$ cat src/rtl/rob_config.svh
/*
  reorder buffer build settings
  ROB_DEPTH must be a power of two, 4 or more
  DECODE_WIDTH and COMMIT_WIDTH are fixed at 2 by the commit logic
*/
`ifndef ROB_CONFIG_SVH
`define ROB_CONFIG_SVH

// ==============================
// buffer geometry
// ==============================
`define ROB_DEPTH     8
`define DECODE_WIDTH  2
`define COMMIT_WIDTH  2

// ==============================
// datapath widths
// ==============================
`define PC_W          32
`define AREG_W        5
`define PREG_W        6

`endif

$ cat src/rtl/rob_pkg.sv
/*
  shared types for the reorder buffer
  per-lane fields are packed arrays indexed by lane number
  rob_entry_t.complete is only meaningful on the commit bundle
*/
`include "rob_config.svh"

package rob_pkg;

  localparam int rob_idx_w = $clog2(`ROB_DEPTH);

  typedef logic [rob_idx_w-1:0] rob_idx_t;

  typedef struct packed {
    logic     wrap;
    rob_idx_t idx;
  } rob_ptr_t;

  typedef enum logic [1:0] {
    it_alu    = 2'd0,
    it_branch = 2'd1,
    it_load   = 2'd2,
    it_store  = 2'd3
  } instr_type_e;

  typedef struct packed {
    logic       valid;
    logic [5:0] code;
  } excp_t;

  // ==============================
  // stored entry and interfaces
  // ==============================
  typedef struct packed {
    logic               complete;
    logic [`PC_W-1:0]   pc;
    instr_type_e        instr_type;
    logic [`AREG_W-1:0] arch_reg;
    logic [`PREG_W-1:0] phy_reg;
    excp_t              excp;
    logic               br_redirect;
    logic [`PC_W-1:0]   br_target;
  } rob_entry_t;

  typedef struct packed {
    logic [`DECODE_WIDTH-1:0]              valid;
    logic                                  req;
    logic [`DECODE_WIDTH-1:0][`PC_W-1:0]   pc;
    instr_type_e [`DECODE_WIDTH-1:0]       instr_type;
    logic [`DECODE_WIDTH-1:0][`AREG_W-1:0] arch_reg;
    logic [`DECODE_WIDTH-1:0][`PREG_W-1:0] phy_reg;
    excp_t [`DECODE_WIDTH-1:0]             excp;
  } rob_alloc_req_t;

  typedef struct packed {
    logic                           ready;
    rob_idx_t [`DECODE_WIDTH-1:0]   rob_idx;
    logic [`DECODE_WIDTH-1:0]       wrap;
  } rob_alloc_rsp_t;

  // instr_type lets the memory port tell loads from the rest
  typedef struct packed {
    logic             valid;
    rob_idx_t         rob_idx;
    excp_t            excp;
    logic             br_redirect;
    logic [`PC_W-1:0] br_target;
    instr_type_e      instr_type;
  } rob_wb_t;

  typedef struct packed {
    logic [`COMMIT_WIDTH-1:0]       valid;
    rob_entry_t [`COMMIT_WIDTH-1:0] entry;
  } rob_cmt_t;

  typedef struct packed {
    logic commit_limit;
    logic single_branch_en;
  } rob_cfg_t;

endpackage

$ cat src/rtl/rob_cfg_regs.sv
/*
  commit policy registers
  loaded whole on cfg_wr, new values seen from the next cycle
  reset value is dual commit with one branch per cycle
  flush leaves the settings alone
*/
module rob_cfg_regs (
  input  logic              clk,
  input  logic              rst_n,
  input  logic              cfg_wr,
  input  rob_pkg::rob_cfg_t cfg_wdata,
  output rob_pkg::rob_cfg_t cfg
);

  import rob_pkg::*;

  rob_cfg_t cfg_q;

  // ==============================
  // policy storage
  // ==============================
  always_ff @(posedge clk or negedge rst_n) begin
    if (!rst_n) begin
      cfg_q.commit_limit     <= 1'b1;
      cfg_q.single_branch_en <= 1'b1;
    end else if (cfg_wr) begin
      cfg_q <= cfg_wdata;
    end
  end

  // straight from the flops, no bypass of a write in flight
  assign cfg = cfg_q;

endmodule

$ cat src/rtl/rob_commit_sel.sv
/*
  in-order retirement from the two oldest entries
  lane 1 is held back behind an exception or a redirect so recovery
  starts from a drained pipeline
  purely combinational from registered state
*/
`include "rob_config.svh"

module rob_commit_sel (
  input  logic [rob_pkg::rob_idx_w:0]             count,
  input  rob_pkg::rob_entry_t [`COMMIT_WIDTH-1:0] head_entries,
  input  rob_pkg::rob_cfg_t                       cfg,
  output rob_pkg::rob_cmt_t                       cmt,
  output logic [1:0]                              commit_cnt
);

  import rob_pkg::*;

  logic [`COMMIT_WIDTH-1:0] valid_mask;
  logic                     redirect_mask;
  logic                     exc_mask;
  logic                     br_mask;
  logic                     limit_mask;
  logic [`COMMIT_WIDTH-1:0] commit_valid;

  // ==============================
  // lane masks
  // ==============================
  assign valid_mask[0] = count >= 1;
  assign valid_mask[1] = count >= 2;

  // lane 1 only, the head itself is never masked
  assign redirect_mask = ~head_entries[1].br_redirect;
  assign exc_mask      = ~head_entries[1].excp.valid;
  // branch predictor has a single update port
  assign br_mask       = ~cfg.single_branch_en | (head_entries[0].instr_type != it_branch);
  assign limit_mask    = cfg.commit_limit;

  assign commit_valid[0] = valid_mask[0] & head_entries[0].complete;
  assign commit_valid[1] = commit_valid[0] & valid_mask[1] & head_entries[1].complete &
                           redirect_mask & exc_mask & br_mask & limit_mask;

  // lane 1 implies lane 0, so the count is 0, 1 or 2
  assign commit_cnt = {1'b0, commit_valid[0]} + {1'b0, commit_valid[1]};

  assign cmt.valid = commit_valid;
  assign cmt.entry = head_entries;

endmodule

$ cat src/rtl/rob_entry_array.sv
/*
  reorder buffer entry storage
  one ALU port, always ready, and one memory port
  non-load memory write-backs wait until their entry is the oldest
  payload is not reset, completion flags are
  a write-back to an unallocated index is not checked
*/
`include "rob_config.svh"

module rob_entry_array (
  input  logic                                    clk,
  input  logic                                    rst_n,
  input  logic                                    alloc_fire,
  input  rob_pkg::rob_ptr_t                       tail_ptr,
  input  rob_pkg::rob_alloc_req_t                 alloc_req,
  input  rob_pkg::rob_idx_t                       head_idx,
  input  rob_pkg::rob_wb_t                        alu_wb,
  input  rob_pkg::rob_wb_t                        mem_wb,
  output logic                                    mem_wb_ready,
  output rob_pkg::rob_entry_t [`COMMIT_WIDTH-1:0] head_entries
);

  import rob_pkg::*;

  rob_entry_t [`ROB_DEPTH-1:0] ent_q;
  rob_entry_t [`ROB_DEPTH-1:0] ent_n;
  logic [`ROB_DEPTH-1:0] cmpl_q;
  logic [`ROB_DEPTH-1:0] cmpl_n;
  rob_idx_t [`DECODE_WIDTH-1:0] lane_idx;
  rob_idx_t [`COMMIT_WIDTH-1:0] rd_idx;

  // result fields from a write-back, ALU results never raise exceptions
  function automatic rob_entry_t apply_wb(rob_entry_t e, rob_wb_t wb, logic keep_excp);
    rob_entry_t r;
    r             = e;
    r.excp        = keep_excp ? wb.excp : '0;
    r.br_redirect = wb.br_redirect;
    r.br_target   = wb.br_target;
    return r;
  endfunction

  // stores and other side-effecting ops only at the head
  assign mem_wb_ready = (mem_wb.instr_type == it_load) | (mem_wb.rob_idx == head_idx);

  always_comb begin
    for (int i = 0; i < `DECODE_WIDTH; i++) begin
      lane_idx[i] = tail_ptr.idx + rob_idx_t'(i);
    end
    for (int i = 0; i < `COMMIT_WIDTH; i++) begin
      rd_idx[i] = head_idx + rob_idx_t'(i);
    end
  end

  // ==============================
  // allocation and write-back
  // ==============================
  always_comb begin
    ent_n  = ent_q;
    cmpl_n = cmpl_q;

    if (alloc_fire) begin
      for (int i = 0; i < `DECODE_WIDTH; i++) begin
        if (alloc_req.valid[i]) begin
          ent_n[lane_idx[i]]            = '0;
          ent_n[lane_idx[i]].pc         = alloc_req.pc[i];
          ent_n[lane_idx[i]].instr_type = alloc_req.instr_type[i];
          ent_n[lane_idx[i]].arch_reg   = alloc_req.arch_reg[i];
          ent_n[lane_idx[i]].phy_reg    = alloc_req.phy_reg[i];
          ent_n[lane_idx[i]].excp       = alloc_req.excp[i];
          // faulting instructions never execute, so they are done already
          cmpl_n[lane_idx[i]]           = alloc_req.excp[i].valid;
        end
      end
    end

    if (alu_wb.valid) begin
      ent_n[alu_wb.rob_idx]  = apply_wb(ent_n[alu_wb.rob_idx], alu_wb, 1'b0);
      cmpl_n[alu_wb.rob_idx] = 1'b1;
    end

    // memory port applied last
    if (mem_wb.valid && mem_wb_ready) begin
      ent_n[mem_wb.rob_idx]  = apply_wb(ent_n[mem_wb.rob_idx], mem_wb, 1'b1);
      cmpl_n[mem_wb.rob_idx] = 1'b1;
    end
  end

  // ==============================
  // storage
  // ==============================
  always_ff @(posedge clk) begin
    ent_q <= ent_n;
  end

  always_ff @(posedge clk or negedge rst_n) begin
    if (!rst_n) begin
      cmpl_q <= '0;
    end else begin
      cmpl_q <= cmpl_n;
    end
  end

  // oldest entries, complete flag merged in from the flag vector
  always_comb begin
    for (int i = 0; i < `COMMIT_WIDTH; i++) begin
      head_entries[i]          = ent_q[rd_idx[i]];
      head_entries[i].complete = cmpl_q[rd_idx[i]];
    end
  end

endmodule

$ cat src/rtl/rob_ptr_ctrl.sv
/*
  head, tail and occupancy tracking
  pointers carry a wrap bit above the index
  ready depends on count only, a request seen while low changes nothing
  flush wins over allocation and commit in the same cycle
*/
`include "rob_config.svh"

module rob_ptr_ctrl (
  input  logic                      clk,
  input  logic                      rst_n,
  input  logic                      flush,
  input  logic [`DECODE_WIDTH-1:0]  alloc_req_valid,
  input  logic                      alloc_req,
  input  logic [1:0]                commit_cnt,
  output rob_pkg::rob_alloc_rsp_t   alloc_rsp,
  output logic                      alloc_fire,
  output rob_pkg::rob_ptr_t         tail_ptr,
  output rob_pkg::rob_idx_t         head_idx,
  output logic [rob_pkg::rob_idx_w:0] count
);

  import rob_pkg::*;

  localparam logic [rob_idx_w:0] alloc_max = (rob_idx_w + 1)'(`ROB_DEPTH - `DECODE_WIDTH);

  logic [rob_idx_w:0] head_q;
  logic [rob_idx_w:0] tail_q;
  logic [rob_idx_w:0] cnt_q;
  logic [rob_idx_w:0] alloc_cnt;
  logic [rob_idx_w:0] cmt_ext;
  logic [`DECODE_WIDTH-1:0][rob_idx_w:0] lane_ptr;

  assign alloc_rsp.ready = cnt_q <= alloc_max;
  assign alloc_fire      = alloc_req & alloc_rsp.ready & ~flush;
  assign cmt_ext         = {{(rob_idx_w - 1){1'b0}}, commit_cnt};

  // lanes fill from 0 upward, so the count is the tail step
  always_comb begin
    alloc_cnt = '0;
    for (int i = 0; i < `DECODE_WIDTH; i++) begin
      alloc_cnt = alloc_cnt + {{rob_idx_w{1'b0}}, alloc_req_valid[i]};
    end
  end

  // indices handed back to the front end
  always_comb begin
    for (int i = 0; i < `DECODE_WIDTH; i++) begin
      lane_ptr[i]          = tail_q + (rob_idx_w + 1)'(i);
      alloc_rsp.rob_idx[i] = lane_ptr[i][rob_idx_w-1:0];
      alloc_rsp.wrap[i]    = lane_ptr[i][rob_idx_w];
    end
  end

  // ==============================
  // pointer and count registers
  // ==============================
  always_ff @(posedge clk or negedge rst_n) begin
    if (!rst_n) begin
      head_q <= '0;
      tail_q <= '0;
      cnt_q  <= '0;
    end else if (flush) begin
      head_q <= '0;
      tail_q <= '0;
      cnt_q  <= '0;
    end else begin
      head_q <= head_q + cmt_ext;
      if (alloc_fire) begin
        tail_q <= tail_q + alloc_cnt;
      end
      cnt_q <= cnt_q + (alloc_fire ? alloc_cnt : '0) - cmt_ext;
    end
  end

  assign tail_ptr = '{wrap: tail_q[rob_idx_w], idx: tail_q[rob_idx_w-1:0]};
  assign head_idx = head_q[rob_idx_w-1:0];
  assign count    = cnt_q;

endmodule

$ cat src/rtl/rob_top.sv
/*
  reorder buffer top level
  alloc fires when req and ready are both high, lanes valid from 0 up
  the ALU write-back port is always ready
  flush and configuration writes are single-cycle strobes
*/
`include "rob_config.svh"

module rob_top (
  input  logic                    clk,
  input  logic                    rst_n,
  input  logic                    flush,
  input  rob_pkg::rob_alloc_req_t alloc_req,
  output rob_pkg::rob_alloc_rsp_t alloc_rsp,
  input  rob_pkg::rob_wb_t        alu_wb,
  input  rob_pkg::rob_wb_t        mem_wb,
  output logic                    mem_wb_ready,
  input  logic                    cfg_wr,
  input  rob_pkg::rob_cfg_t       cfg_wdata,
  output rob_pkg::rob_cmt_t       cmt
);

  import rob_pkg::*;

  logic                            alloc_fire;
  rob_ptr_t                        tail_ptr;
  rob_idx_t                        head_idx;
  logic [rob_idx_w:0]              count;
  logic [1:0]                      commit_cnt;
  rob_entry_t [`COMMIT_WIDTH-1:0]  head_entries;
  rob_cfg_t                        cfg;

  rob_cfg_regs i_rob_cfg_regs (
    .clk       (clk),
    .rst_n     (rst_n),
    .cfg_wr    (cfg_wr),
    .cfg_wdata (cfg_wdata),
    .cfg       (cfg)
  );

  rob_ptr_ctrl i_rob_ptr_ctrl (
    .clk             (clk),
    .rst_n           (rst_n),
    .flush           (flush),
    .alloc_req_valid (alloc_req.valid),
    .alloc_req       (alloc_req.req),
    .commit_cnt      (commit_cnt),
    .alloc_rsp       (alloc_rsp),
    .alloc_fire      (alloc_fire),
    .tail_ptr        (tail_ptr),
    .head_idx        (head_idx),
    .count           (count)
  );

  rob_entry_array i_rob_entry_array (
    .clk          (clk),
    .rst_n        (rst_n),
    .alloc_fire   (alloc_fire),
    .tail_ptr     (tail_ptr),
    .alloc_req    (alloc_req),
    .head_idx     (head_idx),
    .alu_wb       (alu_wb),
    .mem_wb       (mem_wb),
    .mem_wb_ready (mem_wb_ready),
    .head_entries (head_entries)
  );

  rob_commit_sel i_rob_commit_sel (
    .count        (count),
    .head_entries (head_entries),
    .cfg          (cfg),
    .cmt          (cmt),
    .commit_cnt   (commit_cnt)
  );

endmodule

$ cat config.mk
export PLATFORM = sky130hd
export DESIGN_NAME = rob_top
export DESIGN_NICKNAME = d
export VERILOG_FILES = /design/src/rtl/rob_pkg.sv /design/src/rtl/rob_cfg_regs.sv /design/src/rtl/rob_commit_sel.sv /design/src/rtl/rob_entry_array.sv /design/src/rtl/rob_ptr_ctrl.sv /design/src/rtl/rob_top.sv
export VERILOG_INCLUDE_DIRS = /design/src /design/src/rtl
export SDC_FILE = /design/constraint.sdc
export NUM_CORES = 2
export LEC_CHECK = 0
export BUFFER_PORTS_ARGS = -buffer_cell sky130_fd_sc_hd__buf_2
export CORE_ASPECT_RATIO = 1.2
export CORE_MARGIN = 1
export CORE_UTILIZATION = 55
export DETAILED_ROUTE_END_ITERATION = 10
export GPL_TIMING_DRIVEN = 0
export PLACE_DENSITY = 0.72
export SLEW_MARGIN = 0
export SYNTH_ARGS = -nofsm -noshare
export SYNTH_HDL_FRONTEND = slang
export SYNTH_SLANG_ARGS = --single-unit
$ cat constraint.sdc
create_clock -name clk -period 4.2 [get_ports clk]
set_input_delay 0.21 -clock clk [delete_from_list [all_inputs] [get_ports clk]]
set_output_delay 0.21 -clock clk [all_outputs]
set_load 0.005 [all_outputs]
# ---- After elaboration in Yosys (flattened, before gate mapping)
# Index checks and enable logic that the tools add are counted.
dict set report word_totals {
  elab_cells 209
  output_inout_bits 184
  register_bits 710
}
dict set report op_classes {
  n_eq_ne 3
  bitwise_logic 21
  n_lt_le_gt_ge 13
  n_addsub 9
  mux 79
  reduce_logical 6
}
# op count
set op_table {}
lappend op_table {{688-bit bitwise mux} 12}
lappend op_table {{688-bit two-way mux} 6}
lappend op_table {{86-bit demux with 3-bit select} 14}
lappend op_table {{688-bit bitwise AND} 2}
lappend op_table {{688-bit inverter} 2}
lappend op_table {{86-bit binary-select mux with 3-bit select} 4}
lappend op_table {{86-bit two-way mux} 6}
lappend op_table {{85-bit two-way mux} 4}
lappend op_table {{53-bit two-way mux} 2}
lappend op_table {{51-bit two-way mux} 2}
lappend op_table {{46-bit two-way mux} 2}
lappend op_table {{40-bit two-way mux} 2}
lappend op_table {{8-bit two-way mux} 6}
lappend op_table {{3-bit by 4-bit < comparator with 1-bit output, second input constant} 6}
lappend op_table {{4-bit two-way mux} 5}
lappend op_table {{8-bit bitwise mux} 2}
lappend op_table {{8-bit bitwise OR} 2}
lappend op_table {{1-bit demux with 3-bit select} 4}
lappend op_table {{3-bit by 1-bit >= comparator with 1-bit output, second input constant} 4}
lappend op_table {{1-bit bitwise AND} 9}
lappend op_table {{4-bit adder} 2}
lappend op_table {{3-bit by 1-bit adder with 3-bit output, second input constant} 2}
lappend op_table {{1-bit binary-select mux with 3-bit select} 2}
lappend op_table {{1-bit two-way mux} 6}
lappend op_table {{14 further kinds} 23}

# ---- Depth between registers and ports, before layout
dict set report logic_depth {
  depth_word 29
  depth_mapped 14
}

# ---- By module
# Synthesis repeated with hierarchy kept, for this count alone.
dict set report hier_totals {
  hier_cells 4426
  hier_area_um2 43550.5
}
# module seq_area_each_um2 area_per_inst_um2 cells_per_inst n_inst
set by_module_without_submodules {}
lappend by_module_without_submodules {rob_entry_array 13813.2 41342.2 4169 1}
lappend by_module_without_submodules {rob_commit_sel 0.0 1347.5 179 1}
lappend by_module_without_submodules {rob_ptr_ctrl 275.3 785.8 74 1}
lappend by_module_without_submodules {rob_cfg_regs 52.6 75.1 4 1}

# ---- Worst setup path before layout
# OpenSTA, ideal clock, no wires.
dict set report synth_timing {
  path_kind {register -> register}
  startpoint {register i_rob_ptr_ctrl.head_q[0]}
  endpoint {register i_rob_ptr_ctrl.cnt_q[2] (netlist: i_rob_ptr_ctrl.count[2])}
  path_slack_ns 0.509
  arrival_ns 3.559
  stages_incl_launch_ff 13
  path_buffers 1
  path_cell_list {dfrtp_1 ha_1 buf_2 mux4_2 mux2_2 nor4b_1 ha_1 ha_1 inv_1 ha_1 fa_1 xnor2_1 nor2_1}
}
# item line_no
set synth_lines {}
lappend synth_lines {{start: declaration} rob_ptr_ctrl.sv:27} ;# logic [rob_idx_w:0] head_q;
lappend synth_lines {{start signal: assignment} rob_ptr_ctrl.sv:68} ;# head_q <= head_q + cmt_ext;
lappend synth_lines {{end signal: assignment} rob_ptr_ctrl.sv:72} ;# cnt_q <= cnt_q + (alloc_fire ? alloc_cnt : '0) - cmt_ext;
lappend synth_lines {{end: declaration} rob_ptr_ctrl.sv:29} ;# logic [rob_idx_w:0] cnt_q;

==> flow_summary.yaml <==
logic_synthesis:
  synth_area_leaders: "dfxtp_1 (33%), mux4_2 (19%), nand2_1 (6.3%), a2bb2oi_1 (5.6%), o21ai_0 (4.9%)"
  syn_nets: 4539
  syn_inst: 4317
  ys_warn_count: 0
  synth-edff-count: 0
  avgSynthCellArea_um2: 9.49
  ys_ff_latch: 701
  synth_commonest_cells: "nand2_1 (684), dfxtp_1 (680), o21ai_0 (398)"
  synth_cell_types: 54
  async_reset_ff_frac: 0.0300
  synth_top_area_frac: 0.332
  synth_most_common_cell: "nand2_1"
  yosys.area.top_type: "dfxtp_1"
  ys_seq_area_frac: 0.345
  synth_ff_type: "dfxtp_1"
  synth_area_mm2: 0.0410
setup_path:
  path_cells: "buf_6 -> clkbuf_1 -> clkbuf_1 -> mux4_2 -> mux2_2 -> buf_2"
  crit_arrival_ps: 4030
  endpoint_kind: "primary output"
  critPathKind: "flip-flop to primary output"
  path_max_fanout: 10
  required_ps: 3990
  crit_family: "buffers and inverters"
  crit_buf_inv: 4
  reg2reg_from: "i_rob_ptr_ctrl.tail_ptr[1]"
  startpoint_type: "flip-flop"
  slowest_delay_ps: 920
  cp_common_cell: "clkbuf_1"
  worstSetupStartpoint: "i_rob_ptr_ctrl.head_q[1]"
  critPathSlowestCell: "clkbuf_1"
drt:
  drt_first_iter_violations: 6136
  num_vias: 41300
  routed_wl_um: 175000
  viasPerCell: 7.21
  drc: 0
  ant_nets: 0
  first_pass_iters: 10
  drt-wirelength-per-cell_um: 30.5
clock_network:
  clkTransAtPathRegs_ps: 70
  root_buffer: "clkbuf_16"
  clk_path_buf_depth: 3
  clkLatencyLatePin_ps: 660
  cts_setup_buffers: 0
  h-tree-depth: 3
  cts.sinks: 701
  cts_tree: "yes"
  cts_buffers: 77
global_route:
  antenna_found_initial: 21
  grt_max_degree: 22
  grt_use_total: 0.450
  grt_pass1_wl_um: 254000
  grt_overflow: 0
  grt_pass1_vias: 39500
die:
  start_util: 0.556
  ios: 389
  die_w_um: 251
  dieHeight_um: 301
  dieArea_mm2: 0.0756
  core_area_mm2: 0.0736
  fp-row-count: 109
layout:
  nets: 4934
  area_growth_pct: 14.6
  design_area_mm2: 0.0469
  drive_gt1_frac: 0.220
  utilization: 0.637
  final.fill_count: 6143
sta:
  fmaxAchievable_mhz: 236
  slew_headroom: -0.0514
  finalHoldViolations: 0
  hold_ws_ps: 6.35
  min_period_over_period: 1.01
  skew_ps: 34.4
  slew_violations: 8
  finalWorstSetupSlack_ps: -44.5
  final.min_clock_period_ps: 4240
  setup_viol: 4
  tightestPinTransition_ps: 1570
placement:
  dpl.hpwl_um: 121000
  io_buffers: 236
  routabilityCongestion: 1.00
  place_area_mm2: 0.0433
power:
  leakage_nw: 17.9
  p_per_area_mw_per_mm2: 690
  ir_worst_vdd_uv: 465
job:
  max_cap_violations: 1
worst_hold_path:
  worst_hold_path_type: "input pin to flip-flop"
  hp-start: "alloc_req[18]"
status:
  status: "complete, but fails checks"
  violations: "max-capacitance violations, max-slew violations, negative setup slack"
-- stage by stage --
step / TNS [ps] / std cells / setup slack (ps) / power [W]
2_1_floorplan: 0 / 4317 / 509 / 0.0193
3_3_place_gp: -1260 / 5496 / -453 / 0.0240
3_5_place_dp: -1870 / 5496 / -562 / 0.0243
5_1_grt: -27.4 / 5722 / -11.3 / 0.0334
6_report: -70.8 / 5727 / -44.5 / 0.0324
4_1_cts: 0 / 5715 / 32.2 / 0.0317
-- area by class of cell --
type,count,area (um2),share of cell area
buffer,588,2490,0.0531
multi-input combinational,3006,24400,0.519
timing repair buffer,316,1980,0.0422
sequential,701,14100,0.301
antenna,12,30.0,0.000640
tap,943,1180,0.0251
clock inverter,25,370,0.00789
inverter,22,82.6,0.00176
clock buffer,114,2300,0.0490
-- state kept, by name (all words and copies together) (netlist names) --
name / count
i_rob_ptr_ctrl.tail_ptr: 4
i_rob_ptr_ctrl.count: 4
i_rob_cfg_regs.cfg: 2
i_rob_ptr_ctrl.head_q: 3
i_rob_entry_array.ent_q: 680
i_rob_entry_array.cmpl_q: 8
-- per-layer routing --
metal,wire (um),vias up,share of wire,global-route usage
met2,78800,3623,0.45,0.702
met1,58600,19800,0.33,0.528
met3,23600,921,0.13,0.144
met5,173,-,0.00099,0
met4,13800,22,0.079,0.315
li1,-,16900,-,-
-- worst min-delay path, delay by kind of cell --
family	cells	cell delay [ps]
AO/OA/AOI/OAI	2	240
buffers and inverters	1	180
-- final timing paths --
check	end	slack (ps)	cells past startpoint
max in group asynchronous	i_rob_entry_array.cmpl_q[7]	3640	2
worst max register to register	i_rob_entry_array.ent_q[598]	120	8
worst max-delay path	cmt[42]	-40	6
worst min-delay path	i_rob_entry_array.ent_q[44]	6	3
worst min register to register	i_rob_entry_array.ent_q[144]	470	2
min in group asynchronous	i_rob_ptr_ctrl.tail_ptr[2]	120	2
-- logic make-up (layout without fill, tap and decap cells) --
group / Yosys count / after routing / share of synthesized area
AOI/OAI and AO/OA: 1367 / 1367 / 0.229
xor gates and xnor gates: 11 / 11 / 0.00235
muxes: 600 / 600 / 0.257
and+or+nand+nor: 1011 / 1011 / 0.0996
DFF: 701 / 701 / 0.345
other: 0 / 12 / 0
buffers and inverters: 610 / 1065 / 0.0611
adders and majority gates: 17 / 17 / 0.00593
-- power by group --
part	switching (W)	leakage, nW	internal (W)	total [W]
clock network	0.00308	1.30	0.00430	0.00737
logic	0.00739	10.8	0.00724	0.0146
registers	0.00161	5.88	0.00876	0.0104
total	0.0121	17.9	0.0203	0.0324
-- timing repair --
action / 4_1_cts / 5_1_grt
gates resized for setup: 33 / 13
endpoints found under the setup margin: 92 / 83
hold endpoints to repair: 378 / 0
hold buffers: 80 / 0
-- cells in the final DEF, fill, tap and decap left out, types with 174 or more instances in the layout --
cell / instances
a22oi_1: 248
dfxtp_1: 680
clkbuf_1: 344
nor2_1: 228
buf_2: 340
mux2_2: 174
mux4_2: 344
o21ai_0: 397
nand2_1: 684
a2bb2oi_1: 264
(Power assumes the default switching activity.)
